`src/rtl/serpc_ctrl_pkg.sv`:
```
package serpc_ctrl_pkg;

   // one data word, used for offset, base and pc values.
   typedef logic [31:0] xlen_t;

   // lane index, wide enough for four lanes.
   typedef logic [1:0] lane_id_t;

   typedef enum logic [1:0] {
      FLOW_SEQ  = 2'd0,
      FLOW_JUMP = 2'd1,
      FLOW_JALR = 2'd2,
      FLOW_TRAP = 2'd3
   } flow_kind_e;

   // parallel command as it arrives from outside.
   typedef struct packed {
      lane_id_t   lane;
      flow_kind_e kind;
      xlen_t      offset;
      xlen_t      base;
   } cmd_t;

   // one cycle of the serial bus, lsb first.
   typedef struct packed {
      logic       valid;
      logic       first;
      logic       last;
      lane_id_t   lane;
      flow_kind_e kind;
      logic       offset_bit;
      logic       base_bit;
   } ser_stream_t;

endpackage

```
`src/rtl/cmd_dispatch.sv`:
```
`timescale 1ns/100ps

module cmd_dispatch #(
   parameter int NUM_LANES = 4
) (
   input  logic                        clk,
   input  logic                        i_reset,
   input  logic                        i_cmd_valid,
   input  serpc_ctrl_pkg::cmd_t        i_cmd,
   output logic                        o_cmd_ready,
   input  logic [NUM_LANES-1:0]        i_credit,
   output serpc_ctrl_pkg::ser_stream_t o_stream
);

   logic [NUM_LANES-1:0]       credit_q;
   logic                       busy_q;
   logic [4:0]                 bit_cnt_q;
   serpc_ctrl_pkg::lane_id_t   lane_q;
   serpc_ctrl_pkg::flow_kind_e kind_q;
   serpc_ctrl_pkg::xlen_t      offset_sr;
   serpc_ctrl_pkg::xlen_t      base_sr;
   logic                       lane_ok;
   logic                       accept;

   // lane numbers above the built lanes are never accepted.
   assign lane_ok     = int'(i_cmd.lane) < NUM_LANES;
   assign o_cmd_ready = !busy_q && lane_ok && credit_q[i_cmd.lane];
   assign accept      = i_cmd_valid && o_cmd_ready;

   // one credit per lane.
   always_ff @(posedge clk) begin
      if (i_reset) begin
         credit_q <= '1;
      end else begin
         for (int i = 0; i < NUM_LANES; i++) begin
            if (accept && (int'(i_cmd.lane) == i)) begin
               credit_q[i] <= 1'b0;
            end else if (i_credit[i]) begin
               credit_q[i] <= 1'b1;
            end
         end
      end
   end

   always_ff @(posedge clk) begin
      if (i_reset) begin
         busy_q    <= 1'b0;
         bit_cnt_q <= '0;
      end else if (accept) begin
         busy_q    <= 1'b1;
         bit_cnt_q <= '0;
      end else if (busy_q) begin
         bit_cnt_q <= bit_cnt_q + 5'd1;
         if (bit_cnt_q == 5'd31) begin
            busy_q <= 1'b0;
         end
      end
   end

   // payload shifts out lsb first.
   always_ff @(posedge clk) begin
      if (accept) begin
         lane_q    <= i_cmd.lane;
         kind_q    <= i_cmd.kind;
         offset_sr <= i_cmd.offset;
         base_sr   <= i_cmd.base;
      end else if (busy_q) begin
         offset_sr <= {1'b0, offset_sr[31:1]};
         base_sr   <= {1'b0, base_sr[31:1]};
      end
   end

   assign o_stream = '{
      valid:      busy_q,
      first:      busy_q && (bit_cnt_q == 5'd0),
      last:       busy_q && (bit_cnt_q == 5'd31),
      lane:       lane_q,
      kind:       kind_q,
      offset_bit: offset_sr[0],
      base_bit:   base_sr[0]
   };

endmodule

```
`config.mk`:
```
export PLATFORM = sky130hd
export DESIGN_NAME = cmd_dispatch
export DESIGN_NICKNAME = d
export VERILOG_FILES = /design/src/rtl/serpc_ctrl_pkg.sv /design/src/rtl/cmd_dispatch.sv
export SDC_FILE = /design/constraint.sdc
export NUM_CORES = 1
export LEC_CHECK = 0
export BUFFER_PORTS_ARGS = -buffer_cell sky130_fd_sc_hd__clkbuf_2
export CORE_ASPECT_RATIO = 0.8
export CORE_MARGIN = 1.5
export CORE_UTILIZATION = 40
export CTS_BUF_LIST = sky130_fd_sc_hd__clkbuf_8
export CTS_CLUSTER_DIAMETER = 60
export DETAILED_ROUTE_END_ITERATION = 10
export RECOVER_POWER = 25
export SLEW_MARGIN = 20
export SYNTH_ARGS = -nofsm -noshare
export SYNTH_HDL_FRONTEND = slang
export SYNTH_SLANG_ARGS = --single-unit
```
`constraint.sdc`:
```
create_clock -name clk -period 7.75 [get_ports clk]
set_input_delay 2.325 -clock clk [delete_from_list [all_inputs] [get_ports clk]]
set_output_delay 2.325 -clock clk [all_outputs]
set_load 0.05 [all_outputs]
```
==> PnR_summary.wiki <==
{| class="wikitable"
! Metric !! Value
|-
| Outcome || finished with violations
|-
| Violated checks || capacitance limit, slew limit
|-
| Buffer count from post-CTS setup fixing || 0
|-
| Power consumption || around 0.001 W
|-
| CTS tree || built
|-
| TNS Setup || 0 ns
|-
| Maximum number of pins on one net before global-route repair || 49
|-
| Critical Path, Cell by Cell || clkbuf_1 > mux2i_1 > nor2b_1 > a211oi_1 > clkbuf_2
|-
| Final ANT Viol Nets || 0
|-
| Finish-stage setup viols || 0
|-
| Post-Synthesis Cells || 204
|-
| Final hold violation count || 0
|-
| Starting Density || 0.419
|-
| Post-synth EDFFs || 68
|-
| Req. time, crit path || 5.43 ns
|-
| Lkg Pwr || 1.59 nW
|-
| Total count of max-transition violations in the final report || 23
|-
| Skew-Pair Late Insertion Delay || 0.33 ns
|-
| Post-Route Skew || 0.00522 ns
|-
| Antenna violations before repair || 0
|-
| CTS root buf || clkbuf_8
|-
| Power density relative to cell area || 247 nW/um2
|-
| Core footprint || 8090 um2
|-
| Post-synthesis instance area || roughly 3400 um2
|-
| Max capacitance violation total || 1
|-
| Final core utilization || 0.500
|-
| Worst min-delay path category || reg -> reg
|-
| Die area || between 9000 and 10,000 um2
|-
| Clock transition at the registers of the reported paths || 0.07 ns
|-
| Hold buffer count at cts || 0
|-
| Kind of launch point of the worst setup path || primary input
|-
| Drt wl/cell || 13.9 um
|-
| Num rows || 29
|-
| Distinct cell type count after synthesis || 33
|-
| Placer Congestion || 0.726
|-
| WL met1 || around 2800 um
|-
| Arrival time at the worst endpoint || 3.46 ns
|-
| Boundary Pins || 85
|-
| Delay of the slowest cell on the worst path || 0.32 ns
|-
| Detailed router's first-iteration violation count || 65
|-
| Crit path time final || around 5.8 ns
|-
| Kind of capture point of the worst setup path || output port
|-
| CTS max path bufs || 2
|-
| First-pass GRT wire length || 9070 um
|-
| Met2 wire length || roughly 2300 um
|-
| Most common cell after layout, fill and taps aside || clkbuf_2
|-
| Post-Synthesis Mean Instance Area || 16.6 um2
|-
| FMAX || between 0.15 and 0.2 GHz
|-
| Clock H-tree levels || 3
|-
| Share of flip-flops with an asynchronous set or reset after synthesis || 0
|-
| Number of gates resized after CTS || 0
|-
| DRC || 0
|-
| Commonest cells after routing, fill and taps aside || clkbuf_2, edfxtp_1, mux2_1, mux2_2, dfxtp_1
|-
| Unrepaired setup endpoints after global routing || no
|-
| Highest ir drop seen on vdd || 111 uV
|-
| Growth of design area from synthesis to finish || 19.3%
|-
| Ant diodes || 0
|-
| Cell class contributing the biggest share of worst-path delay || buffers and inverters
|-
| Crit Path Category || in -> out
|-
| Period Utilization, post-route || 0.747
|-
| Layout Nets || approximately 370
|-
| Drt pass-1 iters || 4
|-
| Total number of vias || 1,897
|-
| Detailed Place HPWL || between 3000 and 4000 um
|-
| Fraction of final layout cells sized beyond drive strength 1 || 0.390
|-
| Die Width || 106 um
|-
| Post-synthesis sequential area ratio || 0.661
|-
| FF+latch count, synth || 78
|-
| Number of buffers inserted during clock tree synthesis || 9
|-
| Syn nets || 282
|-
| Die outline height || 85.4 um
|-
| Leftover overflow at the end of global routing || 0
|-
| Remaining max-slew budget at the tightest pin || -0.417
|-
| Buffers on Ports || 84
|-
| CP max stage cell || clkbuf_2
|-
| Total global-route track usage || 0.132
|-
| Number of sinks driven by the clock tree || just under 80
|-
| DR WL met3 || 404 um
|-
| Top routing layer used || met4
|-
| Total buffers and inverters traversed by the critical path || 2
|-
| Number of warnings printed during yosys synthesis || 0
|-
| Vias in the first global route || 1,811
|-
| Overall routed net length || approximately 5600 um
|-
| Dominant synthesized flop cell || edfxtp_1
|-
| Transition time at the pin with the least slew margin || ~2.1 ns
|-
| Worst-path fanout max || 7
|-
| Ratio of routed vias to standard cells || 4.74
|}
registers in the layout, summed over array words and instances (netlist names):
signal / count
base_sr: 32
bit_cnt_q: 5
kind_q: 2
credit_q: 4
lane_q: 2
busy_q: 1
offset_sr: 32
final timing paths:
path / startpoint / end / slack (ns) / cells past startpoint
worst max-delay path: i_cmd[67] / o_cmd_ready / 1.96 / 5
worst min-delay path: bit_cnt_q[2] / bit_cnt_q[2] / 0.52 / 2
worst max register to register: busy_q / offset_sr[5] / 3.80 / 4
worst min register to register: bit_cnt_q[2] / bit_cnt_q[2] / 0.52 / 2
final cells by class:
type	count	area [um2]
Tap cell	108	135
Sequential cell	78	2240
Multi-Input combinational cell	110	1030
Inverter	3	11.3
Clock buffer	9	124
Fill cell	737	4050
Timing Repair Buffer	86	424
Clock inverter	6	78.8
Yosys cell counts, types with 2 or more instances:
library cell	number	area (um2)
nand2_1	5	18.8
nand3b_1	3	22.5
o21bai_1	2	15.0
o41ai_1	2	17.5
xor2_1	2	17.5
nand2b_1	3	18.8
buf_6	5	56.3
mux2_1	41	462
nor2_1	4	15.0
ha_1	3	37.5
dfxtp_1	10	200
mux2i_1	2	20.0
mux2_2	21	236
o22ai_1	5	31.3
buf_4	3	22.5
nor3b_1	2	15.0
inv_1	3	11.3
and2_1	3	18.8
buf_2	3	15.0
edfxtp_1	68	2040
clkbuf_1	2	7.51
per-layer routing:
metal,vias up,track usage
met5,-,0
met4,0,0.0405
met3,9,0.0538
met2,62,0.184
met1,883,0.189
li1,943,-
per-stage QoR:
stage | hold slack [ns] | area (um2) | setup WS (ns) | instances
floorplan | 0.481 | 3390 | 1.48 | 204
finish | 0.523 | 4050 | 1.96 | 400
CTS | 0.525 | 4070 | 2.04 | 400
detailed placement | 0.510 | 3870 | 2.04 | 385
global placement | 0.504 | 3870 | 2.08 | 385
global route | 0.536 | 4050 | 1.84 | 400
kinds of logic after synthesis:
logic type | synth area share
AO/OA/AOI/OAI | 0.0269
AND/OR/NAND/NOR | 0.0509
buffers and inverters | 0.0332
adder cells (fa/ha/maj) | 0.0111
XOR/XNOR | 0.00517
multiplexers | 0.212
flip-flops | 0.661
report_power, final:
| group | switching [W] | leakage [nW] | total, W | internal [W] |
|---|---|---|---|---|
| registers | 0.0000150 | 0.755 | 0.000552 | 0.000537 |
| logic | 0.0000712 | 0.722 | 0.000134 | 0.0000625 |
| clock network | 0.000139 | 0.110 | 0.000315 | 0.000177 |
worst register-to-register path, stage by stage, from the launching register on:
cell and delay (ns):
dfxtp_1 0.47, or3b_1 0.48, o22ai_1 1.60, buf_4 0.73, mux2_1 0.41
No activity file was read; power rests on OpenSTA's default activity.
