File: src/rtl/serpc_ctrl_pkg.sv
package serpc_ctrl_pkg;

   // one data word, used for offset, base and pc values.
   typedef logic [31:0] xlen_t;

   // lane index, wide enough for four lanes.
   typedef logic [1:0] lane_id_t;

   typedef enum logic [1:0] {
      FLOW_SEQ  = 2'd0,
      FLOW_JUMP = 2'd1,
      FLOW_JALR = 2'd2,
      FLOW_TRAP = 2'd3
   } flow_kind_e;

   // parallel command as it arrives from outside.
   typedef struct packed {
      lane_id_t   lane;
      flow_kind_e kind;
      xlen_t      offset;
      xlen_t      base;
   } cmd_t;

   // one cycle of the serial bus, lsb first.
   typedef struct packed {
      logic       valid;
      logic       first;
      logic       last;
      lane_id_t   lane;
      flow_kind_e kind;
      logic       offset_bit;
      logic       base_bit;
   } ser_stream_t;

endpackage

File: src/rtl/serpc_bus_pkg.sv
package serpc_bus_pkg;

   typedef logic [31:0] iadr_t;

   // lane to arbiter, held until the fetch completes.
   typedef struct packed {
      logic  req;
      iadr_t adr;
      logic  misalign;
   } fetch_req_t;

   // completed fetch as reported at the top.
   typedef struct packed {
      serpc_ctrl_pkg::lane_id_t lane;
      iadr_t                    adr;
      logic                     misalign;
   } fetch_rec_t;

endpackage

File: src/rtl/pc_lane.sv
`timescale 1ns/100ps

module pc_lane #(
   parameter int unsigned           LANE_ID  = 0,
   parameter serpc_ctrl_pkg::xlen_t RESET_PC = 32'd8
) (
   input  logic                        clk,
   input  logic                        i_reset,
   input  serpc_ctrl_pkg::ser_stream_t i_stream,
   input  logic                        i_done,
   output serpc_bus_pkg::fetch_req_t   o_fetch
);

   serpc_ctrl_pkg::xlen_t pc_q;
   logic                  sel;
   logic                  first_r;
   logic                  first_2r;
   logic                  word_end;
   logic                  pc_bit;
   logic                  plus4_sum;
   logic                  off_a;
   logic                  off_b;
   logic                  off_sum;
   logic                  target_bit;
   logic                  align_clr;
   logic                  new_bit;
   logic                  req_q;
   logic                  misalign_q;

   assign sel      = i_stream.valid &&
                     (i_stream.lane == serpc_ctrl_pkg::lane_id_t'(LANE_ID));
   assign word_end = sel & i_stream.last;
   assign pc_bit   = sel & pc_q[0];

   // first delayed twice marks bit 2, which is the constant four.
   always_ff @(posedge clk) begin
      if (i_reset) begin
         first_r  <= 1'b0;
         first_2r <= 1'b0;
      end else begin
         first_r  <= sel & i_stream.first;
         first_2r <= first_r;
      end
   end

   ser_add u_plus_4 (
      .clk     (clk),
      .i_reset (i_reset),
      .i_a     (pc_bit),
      .i_b     (first_2r),
      .i_clr   (word_end),
      .o_q     (plus4_sum)
   );

   // jalr adds to the base value, the other kinds to the pc.
   assign off_a = (i_stream.kind == serpc_ctrl_pkg::FLOW_JALR) ?
                  (sel & i_stream.base_bit) : pc_bit;
   assign off_b = sel & i_stream.offset_bit;

   ser_add u_plus_offset (
      .clk     (clk),
      .i_reset (i_reset),
      .i_a     (off_a),
      .i_b     (off_b),
      .i_clr   (word_end),
      .o_q     (off_sum)
   );

   always_comb begin
      case (i_stream.kind)
         serpc_ctrl_pkg::FLOW_SEQ:  target_bit = plus4_sum;
         serpc_ctrl_pkg::FLOW_JUMP: target_bit = off_sum;
         serpc_ctrl_pkg::FLOW_JALR: target_bit = off_sum;
         default:                   target_bit = i_stream.base_bit;
      endcase
   end

   // jump targets lose bit 0.
   assign align_clr = (i_stream.kind != serpc_ctrl_pkg::FLOW_SEQ) & i_stream.first;
   assign new_bit   = target_bit & ~align_clr;

   // rotate one bit per streamed cycle, new bits enter at the top.
   always_ff @(posedge clk) begin
      if (i_reset) begin
         pc_q <= RESET_PC;
      end else if (sel) begin
         pc_q <= {new_bit, pc_q[31:1]};
      end
   end

   // bit 1 of the target decides misalignment.
   always_ff @(posedge clk) begin
      if (i_reset) begin
         misalign_q <= 1'b0;
      end else if (sel && first_r) begin
         misalign_q <= new_bit;
      end
   end

   always_ff @(posedge clk) begin
      if (i_reset) begin
         req_q <= 1'b0;
      end else if (i_done) begin
         req_q <= 1'b0;
      end else if (word_end) begin
         req_q <= 1'b1;
      end
   end

   assign o_fetch = '{req: req_q, adr: pc_q, misalign: misalign_q};

endmodule

File: src/rtl/ser_add.sv
`timescale 1ns/100ps

module ser_add (
   input  logic clk,
   input  logic i_reset,
   input  logic i_a,
   input  logic i_b,
   input  logic i_clr,
   output logic o_q
);

   logic carry_q;
   logic carry_d;

   assign o_q     = i_a ^ i_b ^ carry_q;
   assign carry_d = (i_a & i_b) | (i_a & carry_q) | (i_b & carry_q);

   // carry starts at zero for every word.
   always_ff @(posedge clk) begin
      if (i_reset || i_clr) begin
         carry_q <= 1'b0;
      end else begin
         carry_q <= carry_d;
      end
   end

endmodule

File: config.mk
export PLATFORM = sky130hd
export DESIGN_NAME = pc_lane
export DESIGN_NICKNAME = d
export VERILOG_FILES = /design/src/rtl/serpc_ctrl_pkg.sv /design/src/rtl/serpc_bus_pkg.sv /design/src/rtl/pc_lane.sv /design/src/rtl/ser_add.sv
export SDC_FILE = /design/constraint.sdc
export NUM_CORES = 1
export LEC_CHECK = 0
export BUFFER_PORTS_ARGS = -buffer_cell sky130_fd_sc_hd__buf_2
export CAP_MARGIN = 5
export CORE_ASPECT_RATIO = 1.1
export CORE_MARGIN = 2
export CORE_UTILIZATION = 40
export CTS_BUF_LIST = sky130_fd_sc_hd__clkbuf_4
export CTS_CLUSTER_SIZE = 12
export DETAILED_ROUTE_END_ITERATION = 10
export GPL_ROUTABILITY_DRIVEN = 0
export PLACE_DENSITY = 0.73
export SLEW_MARGIN = 5
export SYNTH_ARGS = -nofsm -noshare
export SYNTH_HDL_FRONTEND = slang
export SYNTH_HIERARCHICAL = 1
export SYNTH_SLANG_ARGS = --single-unit
export TNS_END_PERCENT = 5
File: constraint.sdc
create_clock -name clk -period 2.35 [get_ports clk]
set_clock_uncertainty 0.15 [all_clocks]
set_input_delay 0.1175 -clock clk [delete_from_list [all_inputs] [get_ports clk]]
set_output_delay 0.1175 -clock clk [all_outputs]
set_load 0.03 [all_outputs]
==> metrics <==
run status=finished, final reports clean; number of global-route vias before repair=1,030; HPWL after DPL=1960 um; core area=0.00365 mm^2; final instance area=0.00183 mm^2; worst-skew pair later-pin latency=0.34 ns; RR Endpoint=misalign_q$_SDFFE_PP0P_; maxcap violations=0; worst hold slack=0.0285 ns; Initial Util=41.6%; Crit Path Max Fanout=4; fmax=514 MHz; Slew Viols, Final=0; final net count=237; layout cells sized above 1=31.2%; via/cell ratio=4.64; Synth Area per Inst=8.69 um^2; GRT Util Overall=14.3%; final setup violation count=0; peak supply drop=0.304 mV; count leader, synth=nand2_1; level count of the clock H-tree=2; Slew HR=47.2%; DRC=0; initial antenna violation count=0; Layout Utilization=50.0%; Worst R2R Path Depth=7; synth warn=6; Leak Pwr=0.766 nW; synth cell count leaders=nand2_1 (66), dfxtp_1 (38), a21oi_1 (23); area delta synth->final=20.1%; # diodes=0; grt total ovfl=0; RSZ-0062 raised after global routing=no; Tcrit/Tclk final=82.8%; HP Start=i_stream[0]; sequential cell area fraction in the yosys report=50.0%; Yosys top cell by area=dfxtp_1; largest net degree at the start of global routing=39; Register Area=761 um^2; Distinct cells, synth=24; EDFF count, synth=0; WL per Instance=11.1 um; final wirelength=3010 um; Synth top area share=50.0%; Worst Hold Path EP=pc_q[31]$_SDFFE_PP0N_; ANT nets after route=0; # port buffers=45; CP arrival=2.07 ns; drt pass-1 iters=4; worst endpoint required time=2.48 ns; DIE AREA=0.00431 mm^2; Startpoint Class=flop; initial drt markers=61; I/O pin count=46; post-synthesis register bit count=38; Synth Cell Area=0.00152 mm^2; Post-CTS Setup Bufs=0; Reg2Reg Setup Slack=0.41 ns; worst setup slack after layout=0.405 ns; Final Total Pwr=1.05 mW; placed inst area=0.00174 mm^2; reg-to-reg critical path startpoint=pc_q[0]$_SDFFE_PP0N_; row cnt=23; die height=68.7 um; ys async rst share=0%; Post-Synthesis Cells=175; Die W=62.8 um; Hold Crit Class=input port to flop; hold path cells=5; vias=1,258; cts bufs inserted=5; final worst path period need=1.94 ns; fill count=381; Multi-input gate area=666 um^2; CTS Buffer Depth=2; first-pass GRT wire length=4690 um; DP Cell Count=260; Cell Pwr Density=574 mW/mm^2; crit end category=flop; CP Class=flop to flop; Layout Cells excl Fill=271; # clock sinks=38; Reg clk slew, reported paths=0.11 ns; dpl ws=0.223 ns; synth top area cells=dfxtp_1 (50%), nand2_1 (16%), a21oi_1 (7.6%); clock root cell=clkbuf_4; setup_tns=0 ns; slew at the pin with the worst max-slew slack=0.792 ns; syn_nets=192; CTS tree=built; Fin. Hold Viols=0; Resized Gates After CTS=0; top_reg_cell synth=dfxtp_1
[worst max path at each step]
stage / startpoint / end / slack (ns) / cells past startpoint
after detailed placement: i_stream[2] / misalign_q$_SDFFE_PP0P_ / 0.22 / 10
after global placement: i_stream[2] / misalign_q$_SDFFE_PP0P_ / 0.25 / 10
after CTS: pc_q[0]$_SDFFE_PP0N_ / misalign_q$_SDFFE_PP0P_ / 0.38 / 7
after floorplan: i_stream[5] / misalign_q$_SDFFE_PP0P_ / 0.33 / 8
after global routing: pc_q[0]$_SDFFE_PP0N_ / misalign_q$_SDFFE_PP0P_ / 0.27 / 7
final: pc_q[0]$_SDFFE_PP0N_ / misalign_q$_SDFFE_PP0P_ / 0.41 / 7
[cell families after synthesis]
kind of cell / after synthesis / synth area share, %
buf+inv: 16 / 6.25
flops: 38 / 50.0
fa+ha+maj: 5 / 5.10
compound gates: 34 / 13.9
mux: 1 / 0.658
simple gates: 81 / 24.1
[report_power, final]
group / total [mW] / internal, mW / switching, mW
Combinational: 0.0667 / 0.0223 / 0.0444
Sequential: 0.649 / 0.647 / 0.00210
Clock: 0.334 / 0.124 / 0.210
Total: 1.05 / 0.793 / 0.256
[state kept, by name (all words and copies together) (netlist names)]
register               cells
misalign_q                 1
first_r                    1
pc_q                      32
req_q                      1
first_2r                   1
u_plus_offset/carry_q      1
u_plus_4/carry_q           1
[final cells by class]
| class | count | share of cell area [%] |
|---|---|---|
| clock buffer | 6 | 2.46 |
| clock inverter | 2 | 0.479 |
| inverter | 4 | 0.821 |
| multi-input combinational | 121 | 36.4 |
| sequential | 38 | 41.6 |
| tap | 50 | 3.42 |
| timing repair buffer | 50 | 14.8 |
[placed cells by master, fill, tap and decap left out, types with 2 or more instances in the layout]
cell / count
nand2_1: 66
buf_2: 45
dfxtp_1: 38
a21oi_1: 23
a21oi_2: 9
clkbuf_4: 6
inv_1: 4
nor2_1: 3
ha_1: 3
dlygate4sd3_1: 3
and2_1: 2
a221oi_1: 2
buf_4: 2
nor3b_2: 2
fa_1: 2
[routing by layer]
| layer | up-vias | global-route usage (%) | wire length [um] |
|---|---|---|---|
| li1 | 650 | - | - |
| met1 | 572 | 16.6 | 1390 |
| met2 | 28 | 24.5 | 1410 |
| met3 | 8 | 3.25 | 124 |
| met4 | 0 | 9.17 | 81 |
| met5 | - | 0 | 0 |
[worst max-delay path, cell delays in order, from the launching register on]
cell and delay (ns):
dfxtp_1 0.36, mux2i_1 0.13, nor2_1 0.07, fa_1 0.53, a221oi_1 0.07, a221oi_1 0.32
nand3_1 0.12, a21oi_1 0.13
[timing repair]
item | 4_1_cts | 5_1_grt
hold buffers | 3 | 0
hold endpoints to repair | 6 | 0
endpoints found under the setup margin | 0 | 0
Power figures use the tool's default switching activity.
